`config.mk`:
```
export PLATFORM = sky130hd
export DESIGN_NAME = pcs_tx_top
export DESIGN_NICKNAME = d
export VERILOG_FILES = /design/src/common/pcs_pkg.sv /design/src/source/xgmii_capture.sv /design/src/encoder/lane_classifier.sv /design/src/encoder/block_encoder.sv /design/src/encoder/tx_sequencer.sv /design/src/source/scrambler.sv /design/src/source/pcs_tx_top.sv
export SDC_FILE = /design/constraint.sdc
export NUM_CORES = 1
export LEC_CHECK = 0
export BUFFER_PORTS_ARGS = -buffer_cell sky130_fd_sc_hd__buf_2
export CORE_UTILIZATION = 60
export DETAILED_ROUTE_END_ITERATION = 16
export GPL_TIMING_DRIVEN = 0
export PLACE_DENSITY = 0.86
export SLEW_MARGIN = 40
export SYNTH_ARGS = -nofsm -noshare
export SYNTH_HDL_FRONTEND = slang
export SYNTH_HIERARCHICAL = 1
export SYNTH_SLANG_ARGS = --single-unit
export TNS_END_PERCENT = 100
```
`constraint.sdc`:
```
create_clock -name i_clock -period 8.3 [get_ports i_clock]
set_input_delay 1.66 -clock i_clock [delete_from_list [all_inputs] [get_ports i_clock]]
set_output_delay 1.66 -clock i_clock [all_outputs]
set_load 0.1 [all_outputs]
```
`src/common/pcs_pkg.sv`:
```
////////////////////////////////////////////////////////////////////////////
// shared definitions for the 10GBASE-R transmit PCS
// widths, XGMII and PCS character codes, sync headers, block types
// scrambler seed, block classes and transmit FSM states
////////////////////////////////////////////////////////////////////////////

`default_nettype none

package pcs_pkg;

	////////////////////////////////////////////////////////////////////////////
	// widths and counts
	////////////////////////////////////////////////////////////////////////////
	localparam int LEN_TX_DATA     = 64;
	localparam int LEN_TX_CTRL     = 8;
	localparam int LEN_CODED_BLOCK = 66;
	// fixed by the standard, one byte lane per control bit
	localparam int LANE_COUNT      = 8;

	// xgmii control characters
	localparam logic [7:0] CGMII_START     = 8'hFB;
	localparam logic [7:0] CGMII_TERMINATE = 8'hFD;
	localparam logic [7:0] CGMII_FSIG      = 8'h5C;
	localparam logic [7:0] CGMII_Q         = 8'h9C;
	localparam logic [7:0] CGMII_IDLE      = 8'h07;
	localparam logic [7:0] CGMII_ERROR     = 8'hFE;

	// 7 bit pcs control codes
	localparam logic [6:0] PCS_IDLE  = 7'h00;
	localparam logic [6:0] PCS_ERROR = 7'h1E;
	// o codes of the ordered set block
	localparam logic [3:0] PCS_Q     = 4'h0;
	localparam logic [3:0] PCS_FSIG  = 4'hF;

	// sync headers, never scrambled
	localparam logic [1:0] DATA_SH = 2'b01;
	localparam logic [1:0] CTRL_SH = 2'b10;

	////////////////////////////////////////////////////////////////////////////
	// block type field
	////////////////////////////////////////////////////////////////////////////
	localparam logic [7:0] BTYPE_CTRL  = 8'h1E;
	localparam logic [7:0] BTYPE_S     = 8'h78;
	localparam logic [7:0] BTYPE_ORDER = 8'h4B;
	// terminate Tn, n is the lane of the terminate character
	localparam logic [7:0] BTYPE_T0    = 8'h87;
	localparam logic [7:0] BTYPE_T1    = 8'h99;
	localparam logic [7:0] BTYPE_T2    = 8'hAA;
	localparam logic [7:0] BTYPE_T3    = 8'hB4;
	localparam logic [7:0] BTYPE_T4    = 8'hCC;
	localparam logic [7:0] BTYPE_T5    = 8'hD2;
	localparam logic [7:0] BTYPE_T6    = 8'hE1;
	localparam logic [7:0] BTYPE_T7    = 8'hFF;

	// x^58 + x^39 + 1 state after reset
	localparam logic [57:0] SCRAMBLER_SEED = {58{1'b1}};

	// block class as seen by the transmit FSM
	typedef enum logic [2:0] {BLK_C, BLK_S, BLK_D, BLK_T, BLK_E} block_class_t;

	// transmit FSM states
	typedef enum logic [2:0] {TX_INIT, TX_C, TX_D, TX_T, TX_E} tx_state_t;

endpackage

`default_nettype wire

```
`src/source/xgmii_capture.sv`:
```
////////////////////////////////////////////////////////////////////////////
// xgmii input register
// holds the word between enables, one cycle valid strobe
////////////////////////////////////////////////////////////////////////////

`default_nettype none

module xgmii_capture
(
	input  logic                            i_clock,
	input  logic                            i_reset,
	input  logic                            i_enable,
	input  logic [pcs_pkg::LEN_TX_DATA-1:0] i_tx_data,
	input  logic [pcs_pkg::LEN_TX_CTRL-1:0] i_tx_ctrl,
	output logic [pcs_pkg::LEN_TX_DATA-1:0] o_tx_data,
	output logic [pcs_pkg::LEN_TX_CTRL-1:0] o_tx_ctrl,
	output logic                            o_valid
);

	// control word and strobe
	always_ff @(posedge i_clock)
	begin
		if (i_reset)
		begin
			// all lanes control, so no data block leaks out of reset
			o_tx_ctrl <= '1;
			o_valid   <= 1'b0;
		end
		else
		begin
			o_valid <= i_enable;
			if (i_enable)
				o_tx_ctrl <= i_tx_ctrl;
		end
	end

	// payload byte lanes
	always_ff @(posedge i_clock)
	begin
		if (i_enable)
			o_tx_data <= i_tx_data;
	end

endmodule

`default_nettype wire

```
`src/encoder/lane_classifier.sv`:
```
////////////////////////////////////////////////////////////////////////////
// byte lane classifier
// xgmii character to 7 bit pcs code plus role flags
////////////////////////////////////////////////////////////////////////////

`default_nettype none

module lane_classifier
(
	input  logic [7:0] i_char,
	input  logic       i_ctrl,
	output logic [6:0] o_pcs_char,
	output logic       o_is_fill,
	output logic       o_is_idle,
	output logic       o_is_start,
	output logic       o_is_term,
	output logic       o_is_ordered,
	output logic [3:0] o_o_code
);

	import pcs_pkg::*;

	always_comb
	begin
		// data lane, or a control character with no role
		o_pcs_char   = PCS_ERROR;
		o_is_fill    = 1'b0;
		o_is_idle    = 1'b0;
		o_is_start   = 1'b0;
		o_is_term    = 1'b0;
		o_is_ordered = 1'b0;
		o_o_code     = PCS_Q;
		if (i_ctrl)
		begin
			case (i_char)
				CGMII_IDLE:
				begin
					o_pcs_char = PCS_IDLE;
					o_is_fill  = 1'b1;
					o_is_idle  = 1'b1;
				end
				// error is legal fill but forces class E on idle blocks
				CGMII_ERROR:
					o_is_fill = 1'b1;
				CGMII_START:
					o_is_start = 1'b1;
				CGMII_TERMINATE:
					o_is_term = 1'b1;
				// sequence and signal ordered sets differ only in o code
				CGMII_Q:
					o_is_ordered = 1'b1;
				CGMII_FSIG:
				begin
					o_is_ordered = 1'b1;
					o_o_code     = PCS_FSIG;
				end
				default:
					o_pcs_char = PCS_ERROR;
			endcase
		end
	end

endmodule

`default_nettype wire

```
`src/encoder/block_encoder.sv`:
```
////////////////////////////////////////////////////////////////////////////
// 64b/66b block encoder
// matches control pattern and lane flags against every block format
// builds the 66 bit block and its class with the error block as default
////////////////////////////////////////////////////////////////////////////

`default_nettype none

module block_encoder
(
	input  logic [pcs_pkg::LEN_TX_DATA-1:0]     i_lane_data,
	input  logic [pcs_pkg::LEN_TX_CTRL-1:0]     i_ctrl,
	input  logic [7*pcs_pkg::LANE_COUNT-1:0]    i_pcs_chars,
	input  logic [pcs_pkg::LANE_COUNT-1:0]      i_is_fill,
	input  logic [pcs_pkg::LANE_COUNT-1:0]      i_is_idle,
	input  logic [pcs_pkg::LANE_COUNT-1:0]      i_is_start,
	input  logic [pcs_pkg::LANE_COUNT-1:0]      i_is_term,
	input  logic [pcs_pkg::LANE_COUNT-1:0]      i_is_ordered,
	input  logic [4*pcs_pkg::LANE_COUNT-1:0]    i_o_code,
	output logic [pcs_pkg::LEN_CODED_BLOCK-1:0] o_tx_coded,
	output pcs_pkg::block_class_t               o_block_class
);

	import pcs_pkg::*;

	// lane k sits at flag bit LANE_COUNT-1-k so lane 0 is the msb
	logic                   is_data_blk;
	logic                   is_fill_blk;
	logic                   is_start_blk;
	logic                   is_ordered_blk;
	logic                   term_hit;
	logic [2:0]             term_lane;
	// payload after the type byte holds lanes 0 to 6 of the data
	logic [LEN_TX_DATA-9:0] data_mask;
	logic [LEN_TX_DATA-9:0] fill_mask;
	logic [LEN_TX_DATA-9:0] term_payload;

	// type byte of terminate Tn
	function automatic logic [7:0] term_btype(input logic [2:0] lane);
		case (lane)
			3'd0:    return BTYPE_T0;
			3'd1:    return BTYPE_T1;
			3'd2:    return BTYPE_T2;
			3'd3:    return BTYPE_T3;
			3'd4:    return BTYPE_T4;
			3'd5:    return BTYPE_T5;
			3'd6:    return BTYPE_T6;
			default: return BTYPE_T7;
		endcase
	endfunction

	////////////////////////////////////////////////////////////////////////////
	// format matching
	////////////////////////////////////////////////////////////////////////////
	assign is_data_blk    = (i_ctrl == 8'h00);
	// every lane idle or error
	assign is_fill_blk    = (i_ctrl == 8'hFF) && (&i_is_fill);
	// only lane 0 is control
	assign is_start_blk   = (i_ctrl == 8'h80) && i_is_start[LANE_COUNT-1];
	assign is_ordered_blk = (i_ctrl == 8'h80) && i_is_ordered[LANE_COUNT-1];

	// Tn has n data lanes, the terminate in lane n and fill in lanes n+1 to 7
	always_comb
	begin
		term_hit  = 1'b0;
		term_lane = 3'd0;
		for (int n = 0; n < LANE_COUNT; n++)
		begin
			if ((i_ctrl == (8'hFF >> n)) && i_is_term[LANE_COUNT-1-n]
				&& (&(i_is_fill | ~(8'hFF >> (n + 1)))))
			begin
				term_hit  = 1'b1;
				term_lane = 3'(n);
			end
		end
	end

	// keep the n data bytes on top and the fill codes at the bottom
	// bits between them are the zero pad
	assign data_mask    = ~({(LEN_TX_DATA-8){1'b1}} >> (8 * term_lane));
	assign fill_mask    = {(LEN_TX_DATA-8){1'b1}} >> (7 * term_lane + 7);
	assign term_payload = (i_lane_data[LEN_TX_DATA-1:8] & data_mask)
		| (i_pcs_chars & fill_mask);

	////////////////////////////////////////////////////////////////////////////
	// block assembly
	////////////////////////////////////////////////////////////////////////////
	always_comb
	begin
		// anything unmatched becomes the error block
		o_tx_coded    = {CTRL_SH, BTYPE_CTRL, {LANE_COUNT{PCS_ERROR}}};
		o_block_class = BLK_E;
		if (is_data_blk)
		begin
			o_tx_coded    = {DATA_SH, i_lane_data};
			o_block_class = BLK_D;
		end
		else if (is_start_blk)
		begin
			o_tx_coded    = {CTRL_SH, BTYPE_S, i_lane_data[LEN_TX_DATA-9:0]};
			o_block_class = BLK_S;
		end
		else if (is_ordered_blk)
		begin
			// lanes 1 to 3, o code of lane 0, then 28 zero bits
			o_tx_coded    = {CTRL_SH, BTYPE_ORDER, i_lane_data[LEN_TX_DATA-9 -: 24],
				i_o_code[4*LANE_COUNT-1 -: 4], 28'd0};
			o_block_class = BLK_C;
		end
		else if (is_fill_blk)
		begin
			o_tx_coded    = {CTRL_SH, BTYPE_CTRL, i_pcs_chars};
			// one error character is enough to make it class E
			o_block_class = (&i_is_idle) ? BLK_C : BLK_E;
		end
		else if (term_hit)
		begin
			o_tx_coded    = {CTRL_SH, term_btype(term_lane), term_payload};
			o_block_class = BLK_T;
		end
		// lane roles are exclusive so at most one block format matches
		assert ($onehot0({is_data_blk, is_fill_blk, is_start_blk, is_ordered_blk,
			term_hit}));
	end

endmodule

`default_nettype wire

```
`src/encoder/tx_sequencer.sv`:
```
////////////////////////////////////////////////////////////////////////////
// transmit FSM of 10GBASE-R
// out of order blocks are replaced by the error block, one cycle latency
////////////////////////////////////////////////////////////////////////////

`default_nettype none

module tx_sequencer
(
	input  logic                                i_clock,
	input  logic                                i_reset,
	input  logic                                i_valid,
	input  logic [pcs_pkg::LEN_CODED_BLOCK-1:0] i_tx_coded,
	input  pcs_pkg::block_class_t               i_block_class,
	output logic                                o_valid,
	output logic [pcs_pkg::LEN_CODED_BLOCK-1:0] o_tx_coded,
	output pcs_pkg::block_class_t               o_block_class
);

	import pcs_pkg::*;

	tx_state_t state;
	tx_state_t state_next;

	////////////////////////////////////////////////////////////////////////////
	// next state by incoming class
	////////////////////////////////////////////////////////////////////////////
	always_comb
	begin
		state_next = TX_E;
		case (state)
			// between packets, control or start only
			TX_INIT, TX_C, TX_T:
				case (i_block_class)
					BLK_C:   state_next = TX_C;
					BLK_S:   state_next = TX_D;
					default: state_next = TX_E;
				endcase
			// inside a packet, data until terminate
			TX_D:
				case (i_block_class)
					BLK_D:   state_next = TX_D;
					BLK_T:   state_next = TX_T;
					default: state_next = TX_E;
				endcase
			// recover on any legal block except start
			TX_E:
				case (i_block_class)
					BLK_D:   state_next = TX_D;
					BLK_T:   state_next = TX_T;
					BLK_C:   state_next = TX_C;
					default: state_next = TX_E;
				endcase
			default:
				state_next = TX_E;
		endcase
	end

	// state only moves on valid blocks
	always_ff @(posedge i_clock)
	begin
		if (i_reset)
		begin
			state   <= TX_INIT;
			o_valid <= 1'b0;
		end
		else
		begin
			o_valid <= i_valid;
			if (i_valid)
				state <= state_next;
		end
	end

	// output block, error block whenever we land in TX_E
	always_ff @(posedge i_clock)
	begin
		if (i_valid)
		begin
			if (state_next == TX_E)
			begin
				o_tx_coded    <= {CTRL_SH, BTYPE_CTRL, {LANE_COUNT{PCS_ERROR}}};
				o_block_class <= BLK_E;
			end
			else
			begin
				o_tx_coded    <= i_tx_coded;
				o_block_class <= i_block_class;
			end
		end
	end

	// a packet only opens from idle through a start block
	assert property (@(posedge i_clock) disable iff (i_reset)
		(state == TX_D && $past(state) == TX_C)
		|-> $past(i_valid && i_block_class == BLK_S));

endmodule

`default_nettype wire

```
`src/source/scrambler.sv`:
```
////////////////////////////////////////////////////////////////////////////
// self synchronizing x^58 + x^39 + 1 payload scrambler
// sync header passes through, result is registered
////////////////////////////////////////////////////////////////////////////

`default_nettype none

module scrambler
(
	input  logic                                i_clock,
	input  logic                                i_reset,
	input  logic                                i_valid,
	input  logic [pcs_pkg::LEN_CODED_BLOCK-1:0] i_tx_coded,
	input  pcs_pkg::block_class_t               i_block_class,
	output logic                                o_valid,
	output logic [pcs_pkg::LEN_CODED_BLOCK-1:0] o_tx_coded,
	output pcs_pkg::block_class_t               o_block_class
);

	import pcs_pkg::*;

	logic [57:0]            lfsr;
	logic [57:0]            lfsr_next;
	logic [LEN_TX_DATA-1:0] scrambled;

	// serial form unrolled, lowest payload bit goes first
	// bit 0 of the state is the most recent scrambled bit
	always_comb
	begin
		logic [57:0] s;
		s = lfsr;
		for (int i = 0; i < LEN_TX_DATA; i++)
		begin
			scrambled[i] = i_tx_coded[i] ^ s[38] ^ s[57];
			s            = {s[56:0], scrambled[i]};
		end
		lfsr_next = s;
	end

	// state advances only on valid blocks
	always_ff @(posedge i_clock)
	begin
		if (i_reset)
		begin
			lfsr    <= SCRAMBLER_SEED;
			o_valid <= 1'b0;
		end
		else
		begin
			o_valid <= i_valid;
			if (i_valid)
				lfsr <= lfsr_next;
		end
	end

	always_ff @(posedge i_clock)
	begin
		if (i_valid)
		begin
			o_tx_coded    <= {i_tx_coded[LEN_CODED_BLOCK-1 -: 2], scrambled};
			o_block_class <= i_block_class;
		end
	end

	// every block leaving the pcs has a legal sync header
	assert property (@(posedge i_clock) disable iff (i_reset)
		o_valid |-> (o_tx_coded[LEN_CODED_BLOCK-1 -: 2] == DATA_SH
		|| o_tx_coded[LEN_CODED_BLOCK-1 -: 2] == CTRL_SH));

endmodule

`default_nettype wire

```
`src/source/pcs_tx_top.sv`:
```
////////////////////////////////////////////////////////////////////////////
// transmit PCS top level
// capture, eight lane classifiers, encoder, transmit FSM, scrambler
////////////////////////////////////////////////////////////////////////////

`default_nettype none

module pcs_tx_top
(
	input  logic                                i_clock,
	input  logic                                i_reset,
	input  logic                                i_enable,
	input  logic [pcs_pkg::LEN_TX_DATA-1:0]     i_tx_data,
	input  logic [pcs_pkg::LEN_TX_CTRL-1:0]     i_tx_ctrl,
	output logic                                o_valid,
	output logic [pcs_pkg::LEN_CODED_BLOCK-1:0] o_tx_coded,
	output pcs_pkg::block_class_t               o_block_class
);

	import pcs_pkg::*;

	// capture stage
	logic [LEN_TX_DATA-1:0]     cap_data;
	logic [LEN_TX_CTRL-1:0]     cap_ctrl;
	logic                       cap_valid;
	// lane results, lane 0 in the top bits
	logic [7*LANE_COUNT-1:0]    lane_pcs_chars;
	logic [LANE_COUNT-1:0]      lane_is_fill;
	logic [LANE_COUNT-1:0]      lane_is_idle;
	logic [LANE_COUNT-1:0]      lane_is_start;
	logic [LANE_COUNT-1:0]      lane_is_term;
	logic [LANE_COUNT-1:0]      lane_is_ordered;
	logic [4*LANE_COUNT-1:0]    lane_o_codes;
	// encoder and sequencer stages
	logic [LEN_CODED_BLOCK-1:0] enc_coded;
	block_class_t               enc_class;
	logic                       seq_valid;
	logic [LEN_CODED_BLOCK-1:0] seq_coded;
	block_class_t               seq_class;

	xgmii_capture u_capture
	(
		.i_clock   (i_clock),
		.i_reset   (i_reset),
		.i_enable  (i_enable),
		.i_tx_data (i_tx_data),
		.i_tx_ctrl (i_tx_ctrl),
		.o_tx_data (cap_data),
		.o_tx_ctrl (cap_ctrl),
		.o_valid   (cap_valid)
	);

	////////////////////////////////////////////////////////////////////////////
	// one classifier per byte lane
	////////////////////////////////////////////////////////////////////////////
	for (genvar k = 0; k < LANE_COUNT; k++)
	begin : g_lane
		lane_classifier u_lane
		(
			.i_char       (cap_data[LEN_TX_DATA-1-8*k -: 8]),
			.i_ctrl       (cap_ctrl[LANE_COUNT-1-k]),
			.o_pcs_char   (lane_pcs_chars[7*(LANE_COUNT-k)-1 -: 7]),
			.o_is_fill    (lane_is_fill[LANE_COUNT-1-k]),
			.o_is_idle    (lane_is_idle[LANE_COUNT-1-k]),
			.o_is_start   (lane_is_start[LANE_COUNT-1-k]),
			.o_is_term    (lane_is_term[LANE_COUNT-1-k]),
			.o_is_ordered (lane_is_ordered[LANE_COUNT-1-k]),
			.o_o_code     (lane_o_codes[4*(LANE_COUNT-k)-1 -: 4])
		);
	end

	block_encoder u_encoder
	(
		.i_lane_data   (cap_data),
		.i_ctrl        (cap_ctrl),
		.i_pcs_chars   (lane_pcs_chars),
		.i_is_fill     (lane_is_fill),
		.i_is_idle     (lane_is_idle),
		.i_is_start    (lane_is_start),
		.i_is_term     (lane_is_term),
		.i_is_ordered  (lane_is_ordered),
		.i_o_code      (lane_o_codes),
		.o_tx_coded    (enc_coded),
		.o_block_class (enc_class)
	);

	tx_sequencer u_sequencer
	(
		.i_clock       (i_clock),
		.i_reset       (i_reset),
		.i_valid       (cap_valid),
		.i_tx_coded    (enc_coded),
		.i_block_class (enc_class),
		.o_valid       (seq_valid),
		.o_tx_coded    (seq_coded),
		.o_block_class (seq_class)
	);

	scrambler u_scrambler
	(
		.i_clock       (i_clock),
		.i_reset       (i_reset),
		.i_valid       (seq_valid),
		.i_tx_coded    (seq_coded),
		.i_block_class (seq_class),
		.o_valid       (o_valid),
		.o_tx_coded    (o_tx_coded),
		.o_block_class (o_block_class)
	);

endmodule

`default_nettype wire

```
Word-level counts from Yosys, hierarchy flattened. Cells that the tools add are included.

Add/subtract/negate cells: 1. Multiply operators: 1. Eq/ne operators: 50. Shift-type cells: 2. Muxes and demuxes: 101. Bitwise operators: 132. Reduce and logical (&&, ||, !) cells: 40.

Operators by type and width (count): $mux W66 (4); $eq A8 B8 Y1 const B (20); $xor A1 B1 Y1 (128); $and A56 B56 Y56 (2); $eq A8 B3 Y1 const B (9); $mux W64 (1); $mux W1 (61); $mux W7 (8); $not A56 Y56 (1); $or A56 B56 Y56 (1); $shr A56 B32 Y56 const A (1); $shr A56 B6 Y56 const A (1); $pmux W7 S7 (1); $mux W5 (8); $mux W3 (12); $eq A3 B2 Y1 const B (6); $logic_and A1 B1 Y1 (18); $pmux W3 S3 (2); $reduce_or A2 Y1 (9); $eq A8 B7 Y1 const B (2); $reduce_and A8 Y1 (2); $eq A3 B3 Y1 const B (5); $pmux W3 S2 (2); $eq A3 B1 Y1 const B (3); other kinds (17) (20).

Register bits after elaboration: 274. Output and inout port bits: 70.

Depth between registers and ports, before layout. Gate-level depths: netlist of the first run.

Depth in word-level cells: 23. Gate-level depth with buffers: 22. Depth with buffers taken out: 20.

Cells and area by module. The synthesis of the first run kept the hierarchy.

By module, submodules not included: scrambler (instances 1, cells an instance 387, area each 5595.4 um^2, seq. area each 3253.1 um^2); tx_sequencer (instances 1, cells an instance 184, area each 2931.6 um^2, seq. area each 2152.1 um^2); block_encoder (instances 1, cells an instance 436, area each 2630.0 um^2, seq. area each 0.0 um^2); xgmii_capture (instances 1, cells an instance 92, area each 2253.4 um^2, seq. area each 2102.0 um^2); lane_classifier (instances 8, cells an instance 27, area each 206.4 um^2, seq. area each 0.0 um^2).

Least setup slack after synthesis of the first run. OpenSTA, ideal clock, no wires.

Path kind: reg-to-reg. Start point: register u_capture/o_tx_data[15] (netlist name). End point: register u_sequencer/o_tx_coded[43] (netlist name) (data pin). Library setup time: 0.129 ns. Arrival time: 4.959 ns. Required time: 8.171 ns. Setup slack: 3.212 ns. Cell stages (with the launch flop): 23. Path buffers: 2. Period minus slack after synthesis: 5.088 ns. Path through: edfxtp_1 > or4b_4 > nor4b_4 > o21a_1 > nand3_1 > or3_1 > buf_2 > nor2_1 > a21o_1 > inv_1 > fa_1 > inv_1 > ha_1 > inv_1 > fa_1 > or3b_2 > o32ai_2 > buf_4 > o2111ai_1 > nand2_1 > o21ai_0 > o21ai_0 > or3_1.

Cells in the longest elaborated chain, start to end: 23. Elaborated cells between the ends (all ways): 70. Those cells by class: add/sub: 1; mul: 1; eq/ne: 7; shift: 2; mux: 36; bitwise: 4; reduce/logical: 19.

RTL lines: from (decl) (RTL line xgmii_capture.sv:15) `output logic [pcs_pkg::LEN_TX_DATA-1:0] o_tx_data,`; from (signal assigned) (RTL line xgmii_capture.sv:41) `o_tx_data <= i_tx_data;`; $eq A8 B8 Y1 or $eq A8 B3 Y1 (tied branches) (RTL line lane_classifier.sv:35) `case (i_char)`; $reduce_or A2 Y1 (no source line) *; $mux W1 * (RTL line lane_classifier.sv:35); $mux W1 * (RTL line lane_classifier.sv:33) `if (i_ctrl)`; named net lane_is_fill[1] (RTL line pcs_tx_top.sv:28) `logic [LANE_COUNT-1:0] lane_is_fill;`; $reduce_and A6 Y1 (RTL line block_encoder.sv:70) `&& (&(i_is_fill | ~(8'hFF >> (n + 1)))))`; $logic_and A1 B1 Y1 (RTL line block_encoder.sv:70); $mux W1 (RTL line block_encoder.sv:69) `if ((i_ctrl == (8'hFF >> n)) && i_is_term[LANE_COUNT-1-n]`; [9 not listed]; $and A56 B56 Y56 (RTL line block_encoder.sv:83) `| (i_pcs_chars & fill_mask);`; $or A56 B56 Y56 (RTL line block_encoder.sv:83); $mux W64 (RTL line block_encoder.sv:116) `else if (term_hit)`; $mux W66 * (RTL line block_encoder.sv:110) `else if (is_fill_blk)`; $mux W66 * (RTL line block_encoder.sv:103) `else if (is_ordered_blk)`; $mux W66 * (RTL line block_encoder.sv:98) `else if (is_start_blk)`; $mux W66 * (RTL line block_encoder.sv:93) `if (is_data_blk)`; named net enc_coded[43] (RTL line pcs_tx_top.sv:35) `logic [LEN_CODED_BLOCK-1:0] enc_coded;`; to (signal assigned) (RTL line tx_sequencer.sv:82) `o_tx_coded <= {CTRL_SH, BTYPE_CTRL, {LANE_COUNT{PCS_ERROR}}};`; to (signal assigned) (RTL line tx_sequencer.sv:87) `o_tx_coded <= i_tx_coded;`; to (decl) (RTL line tx_sequencer.sv:16) `output logic [pcs_pkg::LEN_CODED_BLOCK-1:0] o_tx_coded,`.

The timed path passes the listed nets; every way through them passes the cells marked *. A chain may end at the register's enable or synchronous reset.

Worst setup path after layout of the first run.
Start point: register u_capture/o_tx_data[20] (netlist name). End point: register u_sequencer/o_tx_coded[4] (netlist name) (data pin).

The elaborated chain is that of the path after synthesis.

==> key figures, run 1 <==
Drt
  • Routed vias: 11300
  • Routed vias/inst: 6.32
  • Routed WL: between 40 and 50 mm
  • DRC: 0
  • DR WL/cell: 25.7 microns
  • Drt pass-1 iters: 5
  • Post-DRT Antenna Nets: 0
  • First DRT Iteration DRCs: 1297

Cells and area
  • Most common cell after layout, fill and taps aside: edfxtp_1
  • Most frequent cells in the layout: edfxtp_1 (202), buf_2 (162), o21ai_0 (82)
  • Synth-to-Final Area Change: 14.1%
  • Final #Nets: 1539
  • Layout cells sized above 1: between 20% and 30%

Clock network
  • Clock Latency Late Sink: 0.57 ns
  • # clock sinks: 274
  • Max clock buf depth: 3
  • CTS H-tree depth: 1
  • Clock transition at the registers of the reported paths: ~0.06 ns
  • CTS Buf Count: 27
  • Post-cts resize count: 0
  • CTS tree: built
  • Root Buffer: clkbuf_16
  • Setup bufs post-CTS: 0
  • Hold-fix buffers, CTS: 0

Floorplan
  • Die area: roughly 25000 sq um
  • # IOs: around 150
  • Die extent in x: between 150 and 200 microns
  • Initial Util: 61.9%
  • Std cell rows: 56
  • Die height: 158 microns
  • Core ar.: ~24000 sq um

Timing
  • Max-slew violation total from the final report: 0
  • Worst Tran Pin Value: 0.896 ns
  • Shortest period the worst path allows: ~6.7 ns
  • RSZ-0062 raised after global routing: no
  • Final setup fails: 0
  • Max-slew headroom: 40.3%
  • Tcrit/Tclk final: ~81%
  • Clock skew: 0.0205 ns
  • Fmax: 149 MHz
  • TNS Setup: 0 ns
  • Hold Vio Cnt, Final: 0

Power
  • Power Density: 188 nW/um^2
  • Peak supply drop: 0.161 mV
  • Pleak: 6.29 nW
  • Total power: 3.15 mW

Global route
  • Initial antenna violation count: 3
  • Vias in the first global route: 10900
  • Largest net degree at the start of global routing: between 70 and 80
  • Total track usage: 37.1%
  • Total grt overflow: 0
  • First-pass GRT wire length: between 60 and 70 mm

Synthesis
  • Post-synthesis instance area: 14700 sq um
  • Syn_area_per_cell: 11.6 sq um
  • Cells after synthesis: 1259
  • Synth Warn #: 6

Placed design
  • # port buffers: 144
  • Dpl hpwl: 33.8 mm
  • GP Congestion: about 1

Setup path
  • Crit Path Category: reg -> reg
  • Startpoint Class: flip-flop
  • Critical path fanouts, max: 10
  • Setup crit end kind: flip-flop
  • Worst-case reg-to-reg path depth: 21
  • Reg2Reg Launch Point: u_capture/o_tx_data[20]
  • CP Data Arrival Time: around 7.1 ns
  • Reg2reg setup slack: between 1.5 and 2 ns
  • CP startpoint: u_capture/o_tx_data[20]
  • CP required: 8.72 ns
  • Worst reg2reg path endpoint: u_sequencer/o_tx_coded[4]

Min path
  • WHS Path Cells: 0
  • Hold Path End: u_scrambler/o_block_class[1]
  • HP Start: u_sequencer/o_block_class[1]
  • HP Class: reg -> reg

Flow run
  • Max_cap viols: 0

Status
  • Status: finished clean
==> report_power, final <==
part | switching (mW) | internal (mW) | leakage [nW]
clock | 0.512 | 0.645 | 0.398
combinational | 0.230 | 0.133 | 3.42
sequential | 0.0831 | 1.55 | 2.48
total | 0.825 | 2.33 | 6.29
==> routing by layer <==
layer	routed length (microns)	GRT usage, %
met5	13	0
met4	2510	19.1
met3	4170	6.31
met2	22300	63.5
met1	17000	44.9
==> layout make-up <==
class	count	area, sq um
diodes	1	2.50
well taps	319	399
multi-input cells	862	6420
fillers	1656	6950
flip-flops and latches	274	7510
inverters	15	56.3
repair buffers	146	767
clock inverters	10	92.6
clock buffers	39	731
plain buffers	124	744
==> registers in the layout, summed over array words and instances, names as in the netlist <==
signal / count
u_scrambler/o_tx_coded: 66
u_sequencer/o_tx_coded: 66
u_capture/o_tx_data: 64
u_scrambler/lfsr: 58
u_capture/o_tx_ctrl: 8
u_scrambler/o_block_class: 3
u_sequencer/o_block_class: 3
u_sequencer/state: 3
u_capture/o_valid: 1
u_scrambler/o_valid: 1
u_sequencer/o_valid: 1
==> worst max-delay path, cell delays in order (launching register included) <==
cell and delay, ns:
edfxtp_1 0.49, or4b_4 0.59, nor4b_4 0.29, o21a_1 0.25
nand4_1 0.11, or3_1 0.42, buf_2 0.20, nor2_1 0.16
a21o_1 0.22, inv_1 0.23, fa_1 0.54, inv_1 0.08
ha_1 0.17, inv_1 0.06, fa_1 0.51, xor2_1 0.60
clkbuf_1 0.53, o21ai_0 0.17, a21boi_0 0.21, a311oi_1 0.07
o21ai_0 0.49, or3_1 0.19
==> how the worst max path moves through the flow <==
stage	endpoint	slack, ns	cells past startpoint
6_report	u_sequencer/o_tx_coded[4]	1.59	21
4_1_cts	u_sequencer/o_tx_coded[4]	1.88	21
3_3_place_gp	u_sequencer/o_tx_coded[3]	1.86	21
3_5_place_dp	u_sequencer/o_tx_coded[4]	1.95	21
2_1_floorplan	u_sequencer/o_tx_coded[43]	3.22	22
5_1_grt	u_sequencer/o_tx_coded[4]	1.56	21
==> through the flow <==
stage                     hold slack, ns  area [sq um]  instances  setup WS [ns]  utilization [%]
after floorplan                    0.400         14700       1275           3.22                -
after global placement             0.407         15800       1738           1.86             66.9
after detailed placement           0.406         15900       1740           1.95             67.1
after CTS                          0.414         16700       1789           1.88             70.6
after global routing               0.419         16700       1789           1.56             70.6
final                              0.419         16700       1790           1.59             70.7
(Power assumes the default switching activity.)
==> inputs of run 2 (changes only) <==
--- a/config.mk
+++ b/config.mk
@@ -5,11 +5,12 @@
 export SDC_FILE = /design/constraint.sdc
 export NUM_CORES = 1
 export LEC_CHECK = 0
+export ABC_AREA = 1
 export BUFFER_PORTS_ARGS = -buffer_cell sky130_fd_sc_hd__buf_2
-export CORE_UTILIZATION = 60
+export CORE_UTILIZATION = 55
 export DETAILED_ROUTE_END_ITERATION = 16
 export GPL_TIMING_DRIVEN = 0
-export PLACE_DENSITY = 0.86
+export PLACE_DENSITY = 0.83
 export SLEW_MARGIN = 40
 export SYNTH_ARGS = -nofsm -noshare
 export SYNTH_HDL_FRONTEND = slang
==> constraint.sdc (replaced) <==
create_clock -name i_clock -period 5.7 [get_ports i_clock]
set_input_delay 1.14 -clock i_clock [delete_from_list [all_inputs] [get_ports i_clock]]
set_output_delay 1.14 -clock i_clock [all_outputs]
set_load 0.1 [all_outputs]
==> key figures, run 2 <==
Status
  • Status: finished clean

Drt
  • Routed WL: 46.0 mm (-0.15%)
  • DRC: 0 (unchanged)
  • DR WL/cell: 19.0 microns (-26%)
  • Post-DRT Antenna Nets: 0 (unchanged)
  • Drt pass-1 iters: 5 (unchanged)
  • Routed vias: 13000 (+15%)
  • First DRT Iteration DRCs: 1244 (-4.1%)
  • Routed vias/inst: 5.34 (-15%)

Timing
  • Shortest period the worst path allows: 5.45 ns (-1.27 ns)
  • Max-slew headroom: 52.3% (+12 points)
  • Tcrit/Tclk final: 95.6% (+15 points)
  • Worst Tran Pin Value: 0.715 ns (-0.181 ns)
  • Fmax: 184 MHz (+23%)
  • Final setup fails: 0 (unchanged)
  • TNS Setup: 0 ns (unchanged)
  • Max-slew violation total from the final report: 0 (unchanged)
  • RSZ-0062 raised after global routing: no
  • Final worst slack: 0.254 ns (-1.33 ns)
  • WHS: 0.422 ns (+0.00304 ns)
  • Hold Vio Cnt, Final: 0 (unchanged)
  • Clock skew: 0.0245 ns (+0.00394 ns)

Clock network
  • CTS Buf Count: 28 (+3.7%)
  • # clock sinks: 274 (unchanged)
  • Setup bufs post-CTS: 0 (unchanged)
  • Post-cts resize count: 3 (+3)
  • Hold-fix buffers, CTS: 0 (unchanged)
  • Clock transition at the registers of the reported paths: 0.06 ns (about the same)
  • Clock Latency Late Sink: 0.58 ns (about the same)
  • Root Buffer: clkbuf_16
  • CTS H-tree depth: 1 (unchanged)
  • CTS tree: built
  • Max clock buf depth: 3 (unchanged)

Synthesis
  • Cells after synthesis: 1840 (+46%)
  • Syn_area_per_cell: 8.39 sq um (-28%)
  • Synth Warn #: 6 (unchanged)
  • Post-synthesis instance area: 15400 sq um (+5.3%)

Placed design
  • Dpl hpwl: 36.5 mm (+8.1%)
  • GP Congestion: 0.995 (-0.83%)
  • # port buffers: 144 (unchanged)
  • Setup WS pre-CTS: -0.195 ns (-2.14 ns)
  • Dpl cells: 2374 (+36%)

Setup path
  • CP Data Arrival Time: 5.86 ns (-1.28 ns)
  • Reg2Reg Launch Point: u_capture/o_tx_data[0]
  • Setup crit end kind: flip-flop
  • Critical path fanouts, max: 7 (-3)
  • CP startpoint: u_capture/o_tx_data[0]
  • CP max stage delay: 0.64 ns (+0.04 ns)
  • CP required: 6.11 ns (-2.61 ns)
  • Most frequent CP cell: nand2_1
  • Worst path slowest cell: fa_1
  • Crit Path Category: reg -> reg
  • Startpoint Class: flip-flop

Cells and area
  • Fillers: 2294 (+39%)
  • Most frequent cells in the layout: nand2_1 (474), inv_1 (234), edfxtp_1 (202)
  • Final #Nets: 2122 (+38%)
  • Most common cell after layout, fill and taps aside: nand2_1
  • Biggest registers after layout: u_scrambler/o_tx_coded x66, u_sequencer/o_tx_coded x66, u_capture/o_tx_data x64
  • Synth-to-Final Area Change: 14.9%
  • Number of diodes: 0 (-1)
  • Non-filler cells, final: 2427 (+36%)
  • Layout cells sized above 1: 17.7% (-6.7 points)

Min path
  • HP Start: u_sequencer/o_tx_coded[65]
  • HP Class: reg -> reg

Floorplan
  • Core ar.: 27300 sq um (+15%)
  • Initial Util: 56.6% (-5.3 points)
  • Die area: 28700 sq um (+15%)
  • Std cell rows: 60 (+7.1%)
  • Die height: 170 microns (+7.1%)
  • Die extent in x: 170 microns (+7.1%)
  • # IOs: 145 (unchanged)

Power
  • Power Density: 273 nW/um^2 (+45%)
  • Peak supply drop: 0.226 mV (+40%)
  • Pleak: 7.94 nW (+26%)

Global route
  • Initial antenna violation count: 0 (-3)
  • Total grt overflow: 0 (unchanged)
  • Largest net degree at the start of global routing: 66 (-9.6%)
  • Vias in the first global route: 12200 (+12%)
  • First-pass GRT wire length: 69.4 mm (+4.2%)
  • Total track usage: 32.4% (-4.6 points)

Flow run
  • Max_cap viols: 0 (unchanged)
run 2: metrics by stage:
step	total power, mW	instance area [sq um]	utilization (%)
floorplan	2.79	15500	-
CTS	4.85	17700	65.0
global route	4.98	17700	65.1
global placement	2.94	16700	61.2
finish	4.84	17700	65.1
detailed placement	2.96	16700	61.4
run 2: per-layer routing:
| layer | part of all wire, % | vias to the layer above | routed length (microns) | track usage, % |
|---|---|---|---|---|
| met2 | 49 | 567 | 22500 | 57.0 |
| met5 | 0 | - | 0 | 0 |
| met3 | 6.1 | 108 | 2790 | 3.06 |
| met1 | 40 | 6047 | 18400 | 40.3 |
| met4 | 5.0 | 0 | 2290 | 15.0 |
| li1 | - | 6249 | - | - |
run 2: report_power, final:
part / internal, mW / leakage, nW / switching (mW)
combinational: 0.174 / 5.03 / 0.390
sequential: 2.26 / 2.44 / 0.108
clock: 1.14 / 0.463 / 0.777
run 2: area by class of cell:
type                            instances  area [sq um]  share of cell area, %
Buffer                                104           702                   3.96
Clock buffer                           35           727                   4.10
Clock inverter                         17           244                   1.38
Inverter                              243           920                   5.18
Sequential cell                       274          7520                   42.4
Multi-Input combinational cell       1235          6380                   36.0
Timing Repair Buffer                  147           783                   4.42
Tap cell                              372           465                   2.62
run 2: worst max-delay path: cells and delay by family (launching register included):
| kind | cells | cell delay (ns) |
|---|---|---|
| and+or+nand+nor | 15 | 2.23 |
| adders and majority gates | 3 | 1.39 |
| buffers and inverters | 6 | 0.54 |
| AOI/OAI and AO/OA | 4 | 0.66 |
| DFF | 1 | 0.44 |
run 2: path summary, 6_finish.rpt:
path	endpoint	cells after the start	slack, ns
hold / removal	u_scrambler/o_tx_coded[65]	0	0.42
setup / recovery	u_sequencer/o_tx_coded[8]	28	0.25
setup reg to reg	u_sequencer/o_tx_coded[8]	28	0.25
hold reg to reg	u_scrambler/o_tx_coded[65]	0	0.42
==> inputs of run 3 (changes only) <==
--- a/config.mk
+++ b/config.mk
@@ -6,7 +6,7 @@
 export NUM_CORES = 1
 export LEC_CHECK = 0
 export ABC_AREA = 1
-export BUFFER_PORTS_ARGS = -buffer_cell sky130_fd_sc_hd__buf_2
+export BUFFER_PORTS_ARGS = -buffer_cell sky130_fd_sc_hd__buf_4
 export CORE_UTILIZATION = 55
 export DETAILED_ROUTE_END_ITERATION = 16
 export GPL_TIMING_DRIVEN = 0
==> key figures, run 3 (same netlist as run 2, synthesis figures left out) <==
Timing
  • Clock skew: 0.0202 ns (-0.00425 ns)
  • Fmax: 183 MHz (-0.21%)
  • TNS Setup: 0 ns (unchanged)
  • WHS: 0.421 ns (-0.00121 ns)
  • Max-slew violation total from the final report: 0 (unchanged)
  • RSZ-0062 raised after global routing: no
  • Shortest period the worst path allows: 5.46 ns (+0.0112 ns)
  • Worst Tran Pin Value: 0.798 ns (+0.0823 ns)
  • Tcrit/Tclk final: 95.7% (+0.20 points)
  • Final setup fails: 0 (unchanged)
  • Max-slew headroom: 46.8% (-5.5 points)
  • Hold Vio Cnt, Final: 0 (unchanged)

Global route
  • Total grt overflow: 0 (unchanged)
  • Vias in the first global route: 12500 (+2.5%)
  • Largest net degree at the start of global routing: 66 (unchanged)
  • Initial antenna violation count: 0 (unchanged)
  • First-pass GRT wire length: 71.7 mm (+3.3%)
  • Total track usage: 33.8% (+1.4 points)

Setup path
  • Setup crit end kind: flip-flop
  • Most frequent CP cell: inv_1
  • CP max stage delay: 0.68 ns (+0.04 ns)
  • CP Data Arrival Time: 5.88 ns (+0.02 ns)
  • CP startpoint: u_capture/o_tx_ctrl[0]
  • Crit Path Category: reg -> reg
  • Worst path slowest cell: fa_1
  • CP required: 6.12 ns (about the same)
  • Critical path fanouts, max: 12 (+5)
  • Reg2Reg Launch Point: u_capture/o_tx_ctrl[0]
  • Startpoint Class: flip-flop

Min path
  • HP Start: u_sequencer/o_block_class[2]
  • HP Class: reg -> reg

Drt
  • Routed vias/inst: 5.39 (+0.82%)
  • Drt pass-1 iters: 5 (unchanged)
  • Post-DRT Antenna Nets: 0 (unchanged)
  • Routed vias: 13100 (+0.95%)
  • DRC: 0 (unchanged)
  • Routed WL: 48.7 mm (+5.8%)
  • First DRT Iteration DRCs: 1189 (-4.4%)
  • DR WL/cell: 20.0 microns (+5.7%)

Power
  • Power Density: 264 nW/um^2 (-3.3%)
  • Pleak: 8.06 nW (+1.5%)
  • Peak supply drop: 0.281 mV (+24%)

Floorplan
  • Die extent in x: 170 microns (unchanged)
  • Core ar.: 27300 sq um (unchanged)
  • # IOs: 145 (unchanged)
  • Std cell rows: 60 (unchanged)
  • Die height: 170 microns (unchanged)
  • Die area: 28700 sq um (unchanged)
  • Initial Util: 56.6% (unchanged)

Clock network
  • Clock transition at the registers of the reported paths: 0.06 ns (about the same)
  • CTS Buf Count: 28 (unchanged)
  • CTS H-tree depth: 1 (unchanged)
  • CTS tree: built
  • Clock Latency Late Sink: 0.56 ns (-0.02 ns)
  • # clock sinks: 274 (unchanged)
  • Max clock buf depth: 3 (unchanged)
  • Root Buffer: clkbuf_16
  • Hold-fix buffers, CTS: 0 (unchanged)

Cells and area
  • Most common cell after layout, fill and taps aside: nand2_1
  • Most frequent cells in the layout: nand2_1 (474), inv_1 (234), buf_4 (203)
  • Synth-to-Final Area Change: 17.1%
  • Layout cells sized above 1: 17.8% (+0.12 points)
  • Final instance area: 18100 sq um (+1.9%)
  • Biggest registers after layout: u_scrambler/o_tx_coded x66, u_sequencer/o_tx_coded x66, u_capture/o_tx_data x64
  • Final #Nets: 2125 (+0.14%)
  • Utilization after layout: 66.3% (+1.2 points)
  • Number of diodes: 0 (unchanged)

Placed design
  • GP Congestion: 0.961 (-3.4%)
  • Dpl hpwl: 38.0 mm (+4.1%)
  • # port buffers: 144 (unchanged)
  • Placement Cell Area: 17100 sq um (+2.1%)

Flow run
  • Max_cap viols: 0 (unchanged)

Status
  • Status: finished clean
run 3: path summary, 6_finish.rpt:
check | to | cells after the start | slack, ns
max | u_sequencer/o_tx_coded[16] | 28 | 0.24
max reg2reg | u_sequencer/o_tx_coded[16] | 28 | 0.24
min | u_scrambler/o_block_class[2] | 0 | 0.42
min reg2reg | u_scrambler/o_block_class[2] | 0 | 0.42
run 3: worst max-delay path: cells and delay by family, from the launching register on:
family | cells | cell delay (ns)
compound gates | 3 | 0.43
simple gates | 15 | 2.24
flops | 1 | 0.45
buf+inv | 7 | 0.76
fa+ha+maj | 3 | 1.44
run 3: stage by stage:
stage / power (mW) / instances / worst slack [ns]
detailed placement: 2.98 / 2374 / -0.122
global route: 4.92 / 2430 / 0.0310
finish: 4.77 / 2430 / 0.242
CTS: 4.78 / 2426 / 0.0642
floorplan: 2.79 / 1856 / 1.52
global placement: 2.97 / 2372 / -0.196
run 3: repair_timing:
action / CTS / global route
setup endpoints to repair: 3 / 11
hold endpoints to repair: 0 / 0
buffers inserted: 0 / 4
resized for setup: 5 / 11
run 3: area by class of cell:
type / count / area, sq um
fillers: 2277 / 9180
flip-flops and latches: 274 / 7520
clock inverters: 7 / 70.1
inverters: 243 / 920
well taps: 372 / 465
clock buffers: 45 / 837
repair buffers: 150 / 1150
plain buffers: 104 / 702
multi-input cells: 1235 / 6410
run 3: metal layers:
layer	up-vias	GRT usage, %	wire (microns)
li1	6254	-	-
met2	595	60.3	24100
met5	-	0	0
met1	6125	40.3	18900
met4	0	15.9	2370
met3	120	4.66	3260
run 3: power by group:
group	internal (mW)	switching [mW]
Combinational	0.199	0.396
Sequential	2.26	0.109
Clock	1.05	0.758
Total	3.51	1.26
